**src/usb3_link_pkg.sv**
```systemverilog
//////////////////////////////
// shared constants and the link command type of the usb3 link layer
// design files refer to these by scoped names
//////////////////////////////
`default_nettype none

package usb3_link_pkg;

	// 11-bit link command, read as raw, as an LGOOD or as an LCRD
	typedef union packed {
		logic [10:0] raw;
		struct packed {
			logic [7:0] cls;
			logic [2:0] seq;
		} lgood;
		struct packed {
			logic [8:0] cls;
			logic [1:0] idx;
		} lcrd;
	} lcmd_t;

	//////////////////////////////
	// link command codes
	//////////////////////////////
	localparam logic [10:0] LCMD_LGOOD_0 = 11'h000;
	localparam logic [10:0] LCMD_LCRD_A  = 11'h008;
	localparam logic [10:0] LCMD_LRTY    = 11'h010;
	localparam logic [10:0] LCMD_LBAD    = 11'h018;
	localparam logic [10:0] LCMD_LUP     = 11'h100;
	localparam logic [10:0] LCMD_LDN     = 11'h101;

	// class bits shared by all LGOOD_n and all LCRD_x
	localparam logic [7:0] LGOOD_CLASS = LCMD_LGOOD_0[10:3];
	localparam logic [8:0] LCRD_CLASS  = LCMD_LCRD_A[10:2];

	// ordered set that opens a link command
	localparam logic [31:0] OS_LCMD   = 32'hFEFEFEF7;
	localparam logic [3:0]  OS_LCMD_K = 4'b1111;

	//////////////////////////////
	// LTSSM state codes
	//////////////////////////////
	localparam logic [4:0] LT_POLLING_IDLE  = 5'd10;
	localparam logic [4:0] LT_U0            = 5'd16;
	localparam logic [4:0] LT_RECOVERY_IDLE = 5'd20;
	localparam logic [4:0] LT_HOTRESET_EXIT = 5'd24;

	// timeouts in local_clk cycles
	// idle transmit time before a keepalive LUP
	localparam logic [24:0] U0L_TIMEOUT_CYCLES = 25'd1250;
	// receive silence before recovery is requested
	localparam logic [24:0] U0_RECOVERY_CYCLES = 25'd125000;
	// settle time after U0 entry before the advertisement
	localparam logic [5:0]  ADV_DELAY_CYCLES   = 6'd40;

	// header credits held by each side
	localparam logic [2:0] MAX_CREDITS = 3'd4;

endpackage

`default_nettype wire

```
**src/usb3_crc_cw.sv**
```systemverilog
//////////////////////////////
// CRC-5 over an 11-bit link command, used on both the receive and transmit side
//////////////////////////////
`timescale 1ns/1ps
`default_nettype none

module usb3_crc_cw (
	input  wire  [10:0] data_in,
	output logic [4:0]  crc_out
);

	logic [4:0] lfsr;
	logic       fb;

	// x^5 + x^2 + 1, seeded with ones, bit 0 shifted in first
	always_comb begin
		lfsr = 5'h1f;
		fb   = 1'b0;
		for (int i = 0; i < 11; i++) begin
			fb   = lfsr[4] ^ data_in[i];
			lfsr = {lfsr[3:0], 1'b0} ^ {2'b00, fb, 1'b0, fb};
		end
		// remainder goes out inverted
		crc_out = ~lfsr;
	end

endmodule

`default_nettype wire

```
**src/usb3_lcmd_rx.sv**
```systemverilog
//////////////////////////////
// link command receiver on the PIPE word stream
// finds the ordered set in U0, captures the command word and checks both copies
//////////////////////////////
`timescale 1ns/1ps
`default_nettype none

module usb3_lcmd_rx (
	input  wire                  local_clk,
	input  wire                  reset_n,
	input  wire  [4:0]           ltssm_state,
	input  wire  [31:0]          in_data,
	input  wire  [3:0]           in_datak,
	input  wire                  in_active,
	output logic                 rx_os_seen,
	output usb3_link_pkg::lcmd_t rx_cmd,
	output logic                 rx_cmd_valid
);

	logic        wait_cmdw;
	logic        is_os;
	logic [31:0] in_swap;
	logic [31:0] cmdw;
	logic        cmdw_valid;
	logic [4:0]  crc_hi;
	logic [4:0]  crc_lo;
	logic        cmdw_ok;

	assign is_os = in_active && in_data == usb3_link_pkg::OS_LCMD &&
		in_datak == usb3_link_pkg::OS_LCMD_K;

	// bytes of each 16-bit half arrive swapped
	assign in_swap = {in_data[23:16], in_data[31:24], in_data[7:0], in_data[15:8]};

	//////////////////////////////
	// capture
	always_ff @(posedge local_clk) begin
		if (!reset_n) begin
			wait_cmdw  <= 1'b0;
			rx_os_seen <= 1'b0;
			cmdw_valid <= 1'b0;
		end else begin
			rx_os_seen <= 1'b0;
			cmdw_valid <= 1'b0;
			if (ltssm_state != usb3_link_pkg::LT_U0) begin
				wait_cmdw <= 1'b0;
			end else if (!wait_cmdw) begin
				if (is_os) begin
					wait_cmdw  <= 1'b1;
					rx_os_seen <= 1'b1;
				end
			end else if (in_active) begin
				// idle gaps before the word are skipped
				cmdw       <= in_swap;
				cmdw_valid <= 1'b1;
				wait_cmdw  <= 1'b0;
			end
		end
	end

	usb3_crc_cw u_crc_hi (
		.data_in (cmdw[26:16]),
		.crc_out (crc_hi)
	);

	usb3_crc_cw u_crc_lo (
		.data_in (cmdw[10:0]),
		.crc_out (crc_lo)
	);

	// both copies equal and both CRCs good
	assign cmdw_ok = cmdw[26:16] == cmdw[10:0] && crc_hi == cmdw[31:27] &&
		crc_lo == cmdw[15:11];

	//////////////////////////////
	// validate
	always_ff @(posedge local_clk) begin
		if (!reset_n) begin
			rx_cmd_valid <= 1'b0;
		end else begin
			rx_cmd_valid <= cmdw_valid && cmdw_ok;
			rx_cmd.raw   <= cmdw[10:0];
		end
	end

	a_rx_valid_spaced: assert property (@(posedge local_clk) disable iff (!reset_n)
		rx_cmd_valid |=> !rx_cmd_valid)
		else $error("rx_cmd_valid high in two consecutive cycles");

endmodule

`default_nettype wire

```
**src/usb3_lcmd_tx.sv**
```systemverilog
//////////////////////////////
// link command transmitter, sends the ordered set and then the command word
// one tx_start gives two output words and a tx_done on the second
//////////////////////////////
`timescale 1ns/1ps
`default_nettype none

module usb3_lcmd_tx (
	input  wire                  local_clk,
	input  wire                  reset_n,
	input  wire usb3_link_pkg::lcmd_t tx_cmd,
	input  wire                  tx_start,
	output logic                 tx_busy,
	output logic                 tx_done,
	output logic [31:0]          out_data,
	output logic [3:0]           out_datak,
	output logic                 out_active
);

	usb3_link_pkg::lcmd_t cmd_q;
	logic                 send_cw;
	logic [4:0]           crc;
	logic [15:0]          half_swap;

	usb3_crc_cw u_crc (
		.data_in (cmd_q.raw),
		.crc_out (crc)
	);

	// {crc, cmd} with its two bytes swapped for the wire
	assign half_swap = {cmd_q.raw[7:0], crc, cmd_q.raw[10:8]};

	// ordered set is on the output while the word is being prepared
	assign tx_busy = send_cw;

	always_ff @(posedge local_clk) begin
		if (tx_start) begin
			cmd_q <= tx_cmd;
		end
	end

	//////////////////////////////
	// output stream
	always_ff @(posedge local_clk) begin
		if (!reset_n) begin
			send_cw    <= 1'b0;
			tx_done    <= 1'b0;
			out_data   <= 32'h0;
			out_datak  <= 4'b0000;
			out_active <= 1'b0;
		end else begin
			send_cw    <= tx_start;
			tx_done    <= send_cw;
			out_data   <= 32'h0;
			out_datak  <= 4'b0000;
			out_active <= 1'b0;
			if (tx_start) begin
				out_data   <= usb3_link_pkg::OS_LCMD;
				out_datak  <= usb3_link_pkg::OS_LCMD_K;
				out_active <= 1'b1;
			end else if (send_cw) begin
				// command word carries two identical copies
				out_data   <= {half_swap, half_swap};
				out_active <= 1'b1;
			end
		end
	end

	a_tx_start_idle: assert property (@(posedge local_clk) disable iff (!reset_n)
		tx_start |-> !tx_busy)
		else $error("tx_start while transmitter busy");

endmodule

`default_nettype wire

```
**src/usb3_link_timers.sv**
```systemverilog
//////////////////////////////
// U0 keepalive and recovery timers that pause outside U0
// link control hears from them through lup_due and recovery_due
//////////////////////////////
`timescale 1ns/1ps
`default_nettype none

module usb3_link_timers (
	input  wire        local_clk,
	input  wire        reset_n,
	input  wire  [4:0] ltssm_state,
	input  wire        u0_entry,
	input  wire        rx_os_seen,
	input  wire        tx_done,
	output logic       lup_due,
	output logic       recovery_due
);

	logic [24:0] u0l_cnt;
	logic [24:0] rec_cnt;
	logic        in_u0;

	assign in_u0 = ltssm_state == usb3_link_pkg::LT_U0;

	always_ff @(posedge local_clk) begin
		if (!reset_n) begin
			u0l_cnt      <= 25'd0;
			rec_cnt      <= 25'd0;
			lup_due      <= 1'b0;
			recovery_due <= 1'b0;
		end else begin
			recovery_due <= 1'b0;

			// any sent command restarts the keepalive count
			if (tx_done || u0_entry) begin
				u0l_cnt <= 25'd0;
				lup_due <= 1'b0;
			end else if (in_u0) begin
				if (u0l_cnt == usb3_link_pkg::U0L_TIMEOUT_CYCLES)
					lup_due <= 1'b1;
				else
					u0l_cnt <= u0l_cnt + 25'd1;
			end

			// far-end silence count saturates after one pulse
			if (rx_os_seen || u0_entry) begin
				rec_cnt <= 25'd0;
			end else if (in_u0 && rec_cnt != usb3_link_pkg::U0_RECOVERY_CYCLES) begin
				rec_cnt <= rec_cnt + 25'd1;
				if (rec_cnt == usb3_link_pkg::U0_RECOVERY_CYCLES - 25'd1)
					recovery_due <= 1'b1;
			end
		end
	end

	a_recovery_in_u0: assert property (@(posedge local_clk) disable iff (!reset_n)
		recovery_due |-> in_u0)
		else $error("recovery_due raised outside U0");

endmodule

`default_nettype wire

```
**src/usb3_link_ctrl.sv**
```systemverilog
//////////////////////////////
// link control: LTSSM tracking, U0 advertisement, transmit choice,
// remote credits, LGOOD order and sticky error flags
//////////////////////////////
`timescale 1ns/1ps
`default_nettype none

module usb3_link_ctrl (
	input  wire                  local_clk,
	input  wire                  reset_n,
	input  wire  [4:0]           ltssm_state,
	input  wire usb3_link_pkg::lcmd_t rx_cmd,
	input  wire                  rx_cmd_valid,
	input  wire                  tx_busy,
	input  wire                  tx_done,
	input  wire                  lup_due,
	input  wire                  recovery_due,
	output logic                 u0_entry,
	output usb3_link_pkg::lcmd_t tx_cmd,
	output logic                 tx_start,
	output logic [2:0]           tx_credits,
	output logic                 ltssm_go_recovery,
	output logic                 err_lcmd_undefined,
	output logic                 err_lcrd_mismatch,
	output logic                 err_lgood_order
);

	logic [4:0] ltssm_last;
	logic       in_u0;
	logic       enter_u0;
	logic       tx_idle;
	logic       adv_wait;
	logic [5:0] adv_delay;
	logic       adv_run;
	logic       adv_inflight;
	logic [2:0] adv_step;
	logic       seq_synced;
	logic [2:0] seq_expect;
	logic       is_lgood;
	logic       is_lcrd;
	logic       is_plain;

	assign in_u0    = ltssm_state == usb3_link_pkg::LT_U0;
	assign enter_u0 = in_u0 && ltssm_last != ltssm_state;
	// no new command in the cycles the transmitter is still working on one
	assign tx_idle  = !tx_busy && !tx_start && !tx_done;

	assign is_lgood = rx_cmd.lgood.cls == usb3_link_pkg::LGOOD_CLASS;
	assign is_lcrd  = rx_cmd.lcrd.cls == usb3_link_pkg::LCRD_CLASS;
	assign is_plain = rx_cmd.raw inside {usb3_link_pkg::LCMD_LRTY, usb3_link_pkg::LCMD_LBAD,
		usb3_link_pkg::LCMD_LUP, usb3_link_pkg::LCMD_LDN};

	always_ff @(posedge local_clk) begin
		if (!reset_n) begin
			ltssm_last         <= ltssm_state;
			u0_entry           <= 1'b0;
			tx_start           <= 1'b0;
			tx_credits         <= 3'd0;
			ltssm_go_recovery  <= 1'b0;
			err_lcmd_undefined <= 1'b0;
			err_lcrd_mismatch  <= 1'b0;
			err_lgood_order    <= 1'b0;
			adv_wait           <= 1'b0;
			adv_delay          <= 6'd0;
			adv_run            <= 1'b0;
			adv_inflight       <= 1'b0;
			adv_step           <= 3'd0;
			seq_synced         <= 1'b0;
			seq_expect         <= 3'd0;
		end else begin
			ltssm_last <= ltssm_state;
			u0_entry   <= enter_u0;
			tx_start   <= 1'b0;

			//////////////////////////////
			// transmit choice, advertisement before LUP
			if (in_u0 && tx_idle) begin
				if (adv_run && !adv_inflight) begin
					tx_start     <= 1'b1;
					adv_inflight <= 1'b1;
					if (adv_step == 3'd0) begin
						tx_cmd.lgood.cls <= usb3_link_pkg::LGOOD_CLASS;
						tx_cmd.lgood.seq <= 3'd7;
					end else begin
						// steps 1..4 map to LCRD_A..LCRD_D
						tx_cmd.lcrd.cls <= usb3_link_pkg::LCRD_CLASS;
						tx_cmd.lcrd.idx <= adv_step[1:0] - 2'd1;
					end
				end else if (lup_due) begin
					tx_start   <= 1'b1;
					tx_cmd.raw <= usb3_link_pkg::LCMD_LUP;
				end
			end

			if (tx_done && adv_inflight) begin
				adv_inflight <= 1'b0;
				adv_step     <= adv_step + 3'd1;
				if (adv_step == 3'd4)
					adv_run <= 1'b0;
			end

			// settle delay before the advertisement
			if (adv_wait) begin
				if (adv_delay == usb3_link_pkg::ADV_DELAY_CYCLES) begin
					adv_wait <= 1'b0;
					adv_run  <= 1'b1;
				end else begin
					adv_delay <= adv_delay + 6'd1;
				end
			end

			//////////////////////////////
			// received commands
			if (rx_cmd_valid) begin
				if (is_lgood) begin
					if (!seq_synced) begin
						seq_synced <= 1'b1;
						seq_expect <= rx_cmd.lgood.seq + 3'd1;
					end else if (rx_cmd.lgood.seq == seq_expect) begin
						seq_expect <= seq_expect + 3'd1;
					end else begin
						err_lgood_order   <= 1'b1;
						ltssm_go_recovery <= 1'b1;
					end
				end else if (is_lcrd) begin
					if (tx_credits == usb3_link_pkg::MAX_CREDITS)
						err_lcrd_mismatch <= 1'b1;
					else
						tx_credits <= tx_credits + 3'd1;
				end else if (!is_plain) begin
					err_lcmd_undefined <= 1'b1;
				end
			end

			if (recovery_due)
				ltssm_go_recovery <= 1'b1;

			//////////////////////////////
			// LTSSM changes, override the above
			if (enter_u0) begin
				tx_credits   <= 3'd0;
				adv_wait     <= 1'b1;
				adv_delay    <= 6'd0;
				adv_run      <= 1'b0;
				adv_inflight <= 1'b0;
				adv_step     <= 3'd0;
				seq_synced   <= 1'b0;
				// state is lost only after training or hot reset
				if (ltssm_last == usb3_link_pkg::LT_POLLING_IDLE ||
					ltssm_last == usb3_link_pkg::LT_HOTRESET_EXIT)
					seq_expect <= 3'd0;
			end else if (!in_u0) begin
				adv_wait     <= 1'b0;
				adv_run      <= 1'b0;
				adv_inflight <= 1'b0;
			end

			if (ltssm_state == usb3_link_pkg::LT_RECOVERY_IDLE && ltssm_last != ltssm_state)
				ltssm_go_recovery <= 1'b0;
		end
	end

endmodule

`default_nettype wire

```
**src/usb3_link.sv**
```systemverilog
//////////////////////////////
// usb3 link layer top, link command half
// connects the PIPE word stream and LTSSM to receive, transmit, timers and control
//////////////////////////////
`timescale 1ns/1ps
`default_nettype none

module usb3_link (
	input  wire         local_clk,
	input  wire         reset_n,
	input  wire  [4:0]  ltssm_state,
	output logic        ltssm_go_recovery,
	// PIPE receive
	input  wire  [31:0] in_data,
	input  wire  [3:0]  in_datak,
	input  wire         in_active,
	// PIPE transmit
	output logic [31:0] out_data,
	output logic [3:0]  out_datak,
	output logic        out_active,
	// status
	output logic [2:0]  tx_credits,
	output logic        err_lcmd_undefined,
	output logic        err_lcrd_mismatch,
	output logic        err_lgood_order
);

	usb3_link_pkg::lcmd_t rx_cmd;
	usb3_link_pkg::lcmd_t tx_cmd;
	logic                 rx_cmd_valid;
	logic                 rx_os_seen;
	logic                 tx_start;
	logic                 tx_busy;
	logic                 tx_done;
	logic                 lup_due;
	logic                 recovery_due;
	logic                 u0_entry;

	usb3_lcmd_rx u_lcmd_rx (
		.local_clk    (local_clk),
		.reset_n      (reset_n),
		.ltssm_state  (ltssm_state),
		.in_data      (in_data),
		.in_datak     (in_datak),
		.in_active    (in_active),
		.rx_os_seen   (rx_os_seen),
		.rx_cmd       (rx_cmd),
		.rx_cmd_valid (rx_cmd_valid)
	);

	usb3_lcmd_tx u_lcmd_tx (
		.local_clk  (local_clk),
		.reset_n    (reset_n),
		.tx_cmd     (tx_cmd),
		.tx_start   (tx_start),
		.tx_busy    (tx_busy),
		.tx_done    (tx_done),
		.out_data   (out_data),
		.out_datak  (out_datak),
		.out_active (out_active)
	);

	usb3_link_timers u_link_timers (
		.local_clk    (local_clk),
		.reset_n      (reset_n),
		.ltssm_state  (ltssm_state),
		.u0_entry     (u0_entry),
		.rx_os_seen   (rx_os_seen),
		.tx_done      (tx_done),
		.lup_due      (lup_due),
		.recovery_due (recovery_due)
	);

	usb3_link_ctrl u_link_ctrl (
		.local_clk          (local_clk),
		.reset_n            (reset_n),
		.ltssm_state        (ltssm_state),
		.rx_cmd             (rx_cmd),
		.rx_cmd_valid       (rx_cmd_valid),
		.tx_busy            (tx_busy),
		.tx_done            (tx_done),
		.lup_due            (lup_due),
		.recovery_due       (recovery_due),
		.u0_entry           (u0_entry),
		.tx_cmd             (tx_cmd),
		.tx_start           (tx_start),
		.tx_credits         (tx_credits),
		.ltssm_go_recovery  (ltssm_go_recovery),
		.err_lcmd_undefined (err_lcmd_undefined),
		.err_lcrd_mismatch  (err_lcrd_mismatch),
		.err_lgood_order    (err_lgood_order)
	);

endmodule

`default_nettype wire

```
**config.mk**
```make
export PLATFORM = sky130hd
export DESIGN_NAME = usb3_link
export DESIGN_NICKNAME = d
export VERILOG_FILES = /design/src/usb3_link_pkg.sv /design/src/usb3_crc_cw.sv /design/src/usb3_lcmd_rx.sv /design/src/usb3_lcmd_tx.sv /design/src/usb3_link_timers.sv /design/src/usb3_link_ctrl.sv /design/src/usb3_link.sv
export SDC_FILE = /design/constraint.sdc
export NUM_CORES = 1
export LEC_CHECK = 0
export ABC_CLOCK_PERIOD_IN_PS = 7000
export BUFFER_PORTS_ARGS = -buffer_cell sky130_fd_sc_hd__buf_2
export CELL_PAD_IN_SITES_DETAIL_PLACEMENT = 0
export CELL_PAD_IN_SITES_GLOBAL_PLACEMENT = 1
export CORE_MARGIN = 3
export CORE_UTILIZATION = 51
export CTS_BUF_LIST = sky130_fd_sc_hd__clkbuf_8
export DETAILED_ROUTE_END_ITERATION = 16
export PLACE_DENSITY = 0.95
export SKIP_CTS_REPAIR_TIMING = 1
export SLEW_MARGIN = 30
export SYNTH_ARGS = -nofsm -noshare
export SYNTH_HDL_FRONTEND = slang
export SYNTH_SLANG_ARGS = --single-unit
```
**constraint.sdc**
```tcl
create_clock -name local_clk -period 7 [get_ports local_clk]
set_input_delay 0.35 -clock local_clk [delete_from_list [all_inputs] [get_ports local_clk]]
set_output_delay 0.35 -clock local_clk [all_outputs]
set_load 0.1 [all_outputs]
```
# Word-level counts from Yosys, hierarchy flattened
# Cells that the tools add are included.
# classes
n_addsub	8
n_eq_ne	24
muxes	34
n_bitwise	82
reduce_logical	51
# ops
operator	n
$xor 5x3->5	30
$mux 32	2
$add 25x1->25 const B	2
$eq 32x32->1 const B	1
$xor 1x1->1	30
$eq 25x11->1 const B	1
$eq 25x17->1 const B	1
$ne 25x17->1 const B	1
$reduce_and 4->1	6
$eq 11x5->1 const B	2
$eq 11x9->1 const B	2
$mux 1	22
$mux 11	2
$mux 3	6
$not 1->1	16
$eq 5x5->1 const B	3
$not 5->5	3
$reduce_or 3->1	5
$logic_and 1x1->1	13
$add 3x1->3 const B	4
$not 2->4	3
$reduce_and 2->1	6
$eq 11x11->1	1
$eq 5x5->1	2
21 further kinds	35
# word_totals
regBits	190
output_inout_bits	44
elab_cells	232

# Longest topological paths before layout
# depth
depth_word	27
mapped_depth	7
mapped_depth_nobuf	7

# By module
# Synthesis repeated with hierarchy kept, for this count alone.
# hier_totals
hier_cells	739
area_unflattened_um2	7868.8
# modules_own_cells
module	n_inst	cells_each	area_per_inst_um2	seq_area_each_um2
usb3_link_timers	1	305	2587.5	1041.0
usb3_link_ctrl	1	192	1779.2	750.7
usb3_lcmd_rx	1	99	1760.4	1371.3
usb3_lcmd_tx	1	92	1144.8	750.7
usb3_crc_cw	3	17	198.9	0.0

# Worst setup path before layout
# No wires, ideal clock.
# synth_timing
path_kind	input to register
start	input port ltssm_state[1]
end	register u_lcmd_rx.cmdw[0], enable pin
setup_time_ns	0.421
t_arrival_ns	2.932
setup_slack_ns	3.647
path_stages	5
n_path_buf	1
cell_sequence	or4b_1 > buf_6 > nor2_1 > nand3_1 > nor2_1
# synth_between
elab_chain_len	3
# synth_rtl
item	line	source
start, declared	usb3_link.sv:11	input wire [4:0] ltssm_state,
$ne 5x5->1	usb3_lcmd_rx.sv:45	if (ltssm_state != usb3_link_pkg::LT_U0) begin
$not 1->1 (no source line)	--	
$reduce_and 4->1 (no source line)	--	
end signal, assigned	usb3_lcmd_rx.sv:54	cmdw <= in_swap;
end, declared	usb3_lcmd_rx.sv:23	logic [31:0] cmdw;
# Every way passes these cells.
# A chain may end at the register's enable or synchronous reset.

# Worst setup path in the final report
# layout_timing
start	input port ltssm_state[1]
end	register u_link_ctrl.tx_cmd[2] in the netlist's numbering, enable pin
# layout_between
elab_chain_len	3
# layout_rtl
item	line	source
$eq 5x5->1	usb3_link_ctrl.sv:43	assign in_u0 = ltssm_state == usb3_link_pkg::LT_U0;
$logic_and 1x1->1	usb3_link_ctrl.sv:77	if (in_u0 && tx_idle) begin
$reduce_and 3->1 (no source line)	--	
end, declared	usb3_link_ctrl.sv:19	output usb3_link_pkg::lcmd_t tx_cmd,
# Every way passes these cells.

==> run metrics <==
status complete, no violations; Routed Antenna Nets 0; Syn Inst Count roughly 670; Setup Crit Path Kind in -> reg; share of cells above drive strength 1 between 10% and 20%; HP Class in -> reg; Worst Hold Path EP u_link_ctrl.ltssm_last[4]; pins over their slew limit 0; Period minus WS final between 2 and 3 ns; post-synth top area cell dfxtp_1; worst-path fanout max 10; synth top area cells dfxtp_1, edfxtp_1, xor2_1; Crit path largest cell delay roughly 0.74 ns; mapped cell area ~7000 sq um; Worst-Skew Late Latency 0.45 ns; unique cell type count in the Yosys netlist 52; crit path cell chain buf_2 > or4b_1 > nor2_1 > nand2_1 > nor3_1; largest net degree at the start of global routing 33; most numerous cell in the Yosys netlist dfxtp_1; GPL Wtd Cong about 0.86; Area after DPL between 7000 and 8000 sq um; VDD IR max between 100 and 150 uV; Global Route Usage Sum 18.28%; Reg2Reg Depth 5; total vias in the final route just under 5000; starting density of the core 52.49%; initial antenna violation count 0; post-route cell area 7807 sq um; Top delay family on crit path simple AND/OR/NAND/NOR gates; r2r endpoint u_link_ctrl.seq_expect[1]; CORE AREA 13300 sq um; vias in the first global route about 4700; Detailed Route WL roughly 13000 um; Least-Margin Pin Slew around 0.85 ns; Avg Inst Size Synth 10.48 sq um; Final HPWL DP 10030 um; Reg clk slew, reported paths 0.07 ns; relative slew slack a little over two fifths; area grow syn2layout 11.87%; PwrDens 207.4 nW/um^2; final setup TNS 0 ns; Crit Reg-Reg Startpoint u_link_ctrl.ltssm_last[4]; RSZ-0062 raised after global routing no; Worst path slowest cell or4b_1; Worst EP required just over 7 ns; CTS tree built; max_cap viols 0; crit path launch type primary input; CTS Sinks about 150; Hold Startpoint ltssm_state[4]; hold path depth 1; Overflow after GRT 0; Longest Clk Path Bufs 2; Buf/Inv on CP 1; sequential element share of the synthesized area 51.77%; number of synthesized flops with an enable pin 53; asr flop ratio synth 0%; Layout Nets about 800; Fin Clk Skew between 0.01 and 0.015 ns; global-route wire length before repair 21940 um; commonest cells in the synthesized netlist dfxtp_1, nor2_1, xor2_1; final hold violations 0; DR iter-0 viols approximately 300; Critical Path AT between 2 and 3 ns; LEAKAGE roughly 3 nW; synthesized net count between 700 and 800; Ports about 90; Clock Tree Root clkbuf_8; period utilization a little under two fifths; Rows 42; Die ar. 15120 sq um; Port Buffers between 80 and 90; crit end category register; worst reg-to-reg setup slack 4.93 ns; share of the synthesized area in the top cell type between 20% and 30%; Die Ht about 120 um; Max Clock Freq slightly below 0.4 GHz; ys flop type dfxtp_1; DRT Pass-1 Iters 6; fillers approximately 1100; final setup fails 0; die width 123.0 um; Yosys reg bits between 150 and 200; DR WL/cell ~15 um; Num CTS Buffers 17; DR vias/cell between 5 and 6; H-tree Lvls 4; synth warn 0; DR DRC count 0
## sequential cells by signal, indices dropped and copies added (netlist names), 3 cells and up
register                cells
u_lcmd_rx.cmdw             32
u_link_timers.rec_cnt      25
u_link_timers.u0l_cnt      25
u_lcmd_tx.out_data         12
u_lcmd_rx.rx_cmd           11
u_link_ctrl.adv_delay       6
u_lcmd_tx.cmd_q             5
u_link_ctrl.ltssm_last      5
u_link_ctrl.tx_cmd          5
u_link_ctrl.adv_step        3
u_link_ctrl.seq_expect      3
u_link_ctrl.tx_credits      3
## per-layer routing
| metal | track usage, % | routed length [um] |
|---|---|---|
| met1 | 23.33 | 6029 |
| met2 | 30.68 | 6769 |
| met3 | 3.705 | 462 |
| met4 | 7.059 | 231 |
| met5 | 0 | 0 |
## cells in the final DEF (no fill, tap or decap), types with 18 or more instances in the layout
cell type / instances
dfxtp_1: 101
buf_2: 87
nor2_1: 70
xor2_1: 58
edfxtp_1: 53
xnor2_1: 52
nand3_1: 38
nand2_1: 35
nand4_1: 27
inv_1: 22
clkbuf_8: 18
## power by group
group          total, mW  switching, mW  internal (mW)
Clock              0.651          0.300          0.351
Sequential         0.928        0.00301          0.925
Combinational     0.0398         0.0241         0.0158
## through the flow
step | cells | util [%] | hold slack, ns | total power, mW | worst slack [ns]
2_1_floorplan | 666 | - | 0.3777 | 0.9661 | 3.647
3_3_place_gp | 892 | 55.67 | 0.4074 | 0.9863 | 4.062
3_5_place_dp | 892 | 55.67 | 0.4143 | 0.9887 | 3.977
4_1_cts | 924 | 58.59 | 0.02437 | 1.634 | 4.458
5_1_grt | 924 | 58.71 | 0.02258 | 1.673 | 4.215
6_report | 925 | 58.72 | 0.04567 | 1.619 | 4.413
## how the worst max path moves through the flow
stage                              start                    end  cells after the start
after floorplan           ltssm_state[1]      u_lcmd_rx.cmdw[0]                      5
after global placement    ltssm_state[1]  u_link_ctrl.tx_cmd[0]                      5
after detailed placement  ltssm_state[1]  u_link_ctrl.tx_cmd[2]                      5
after CTS                 ltssm_state[1]  u_link_ctrl.tx_cmd[2]                      5
after global routing      ltssm_state[1]  u_link_ctrl.tx_cmd[2]                      5
final                     ltssm_state[1]  u_link_ctrl.tx_cmd[2]                      5
## logic make-up (layout without fill, tap and decap cells)
group | count (synthesis) | in the layout | synth area share [%]
muxes | 2 | 2 | 0.2869
and+or+nand+nor | 274 | 274 | 21.28
adders and majority gates | 14 | 14 | 2.510
xor gates and xnor gates | 114 | 114 | 15.10
AOI/OAI and AO/OA | 52 | 52 | 4.536
other | 0 | 1 | 0
buffers and inverters | 56 | 138 | 4.518
DFF | 154 | 154 | 51.77
## worst reg2reg max path: stages (launching register included)
cell	delay (ns)
dfxtp_1	0.37
xnor2_1	0.14
nand3_1	0.09
nor3_1	0.71
o31ai_1	0.33
nor4b_1	0.34
## cell type report
class                   count  area (sq um)  share of cell area [%]
diodes                      1         2.502                 0.03205
clock buffers              18         247.7                   3.173
clock inverters            14         141.4                   1.811
inverters                  17         63.81                  0.8173
multi-input cells         456          3068                   39.29
flip-flops and latches    154          3613                   46.28
well taps                 176         220.2                   2.821
repair buffers             89         450.4                   5.769
No activity file was read; power rests on OpenSTA's default activity.
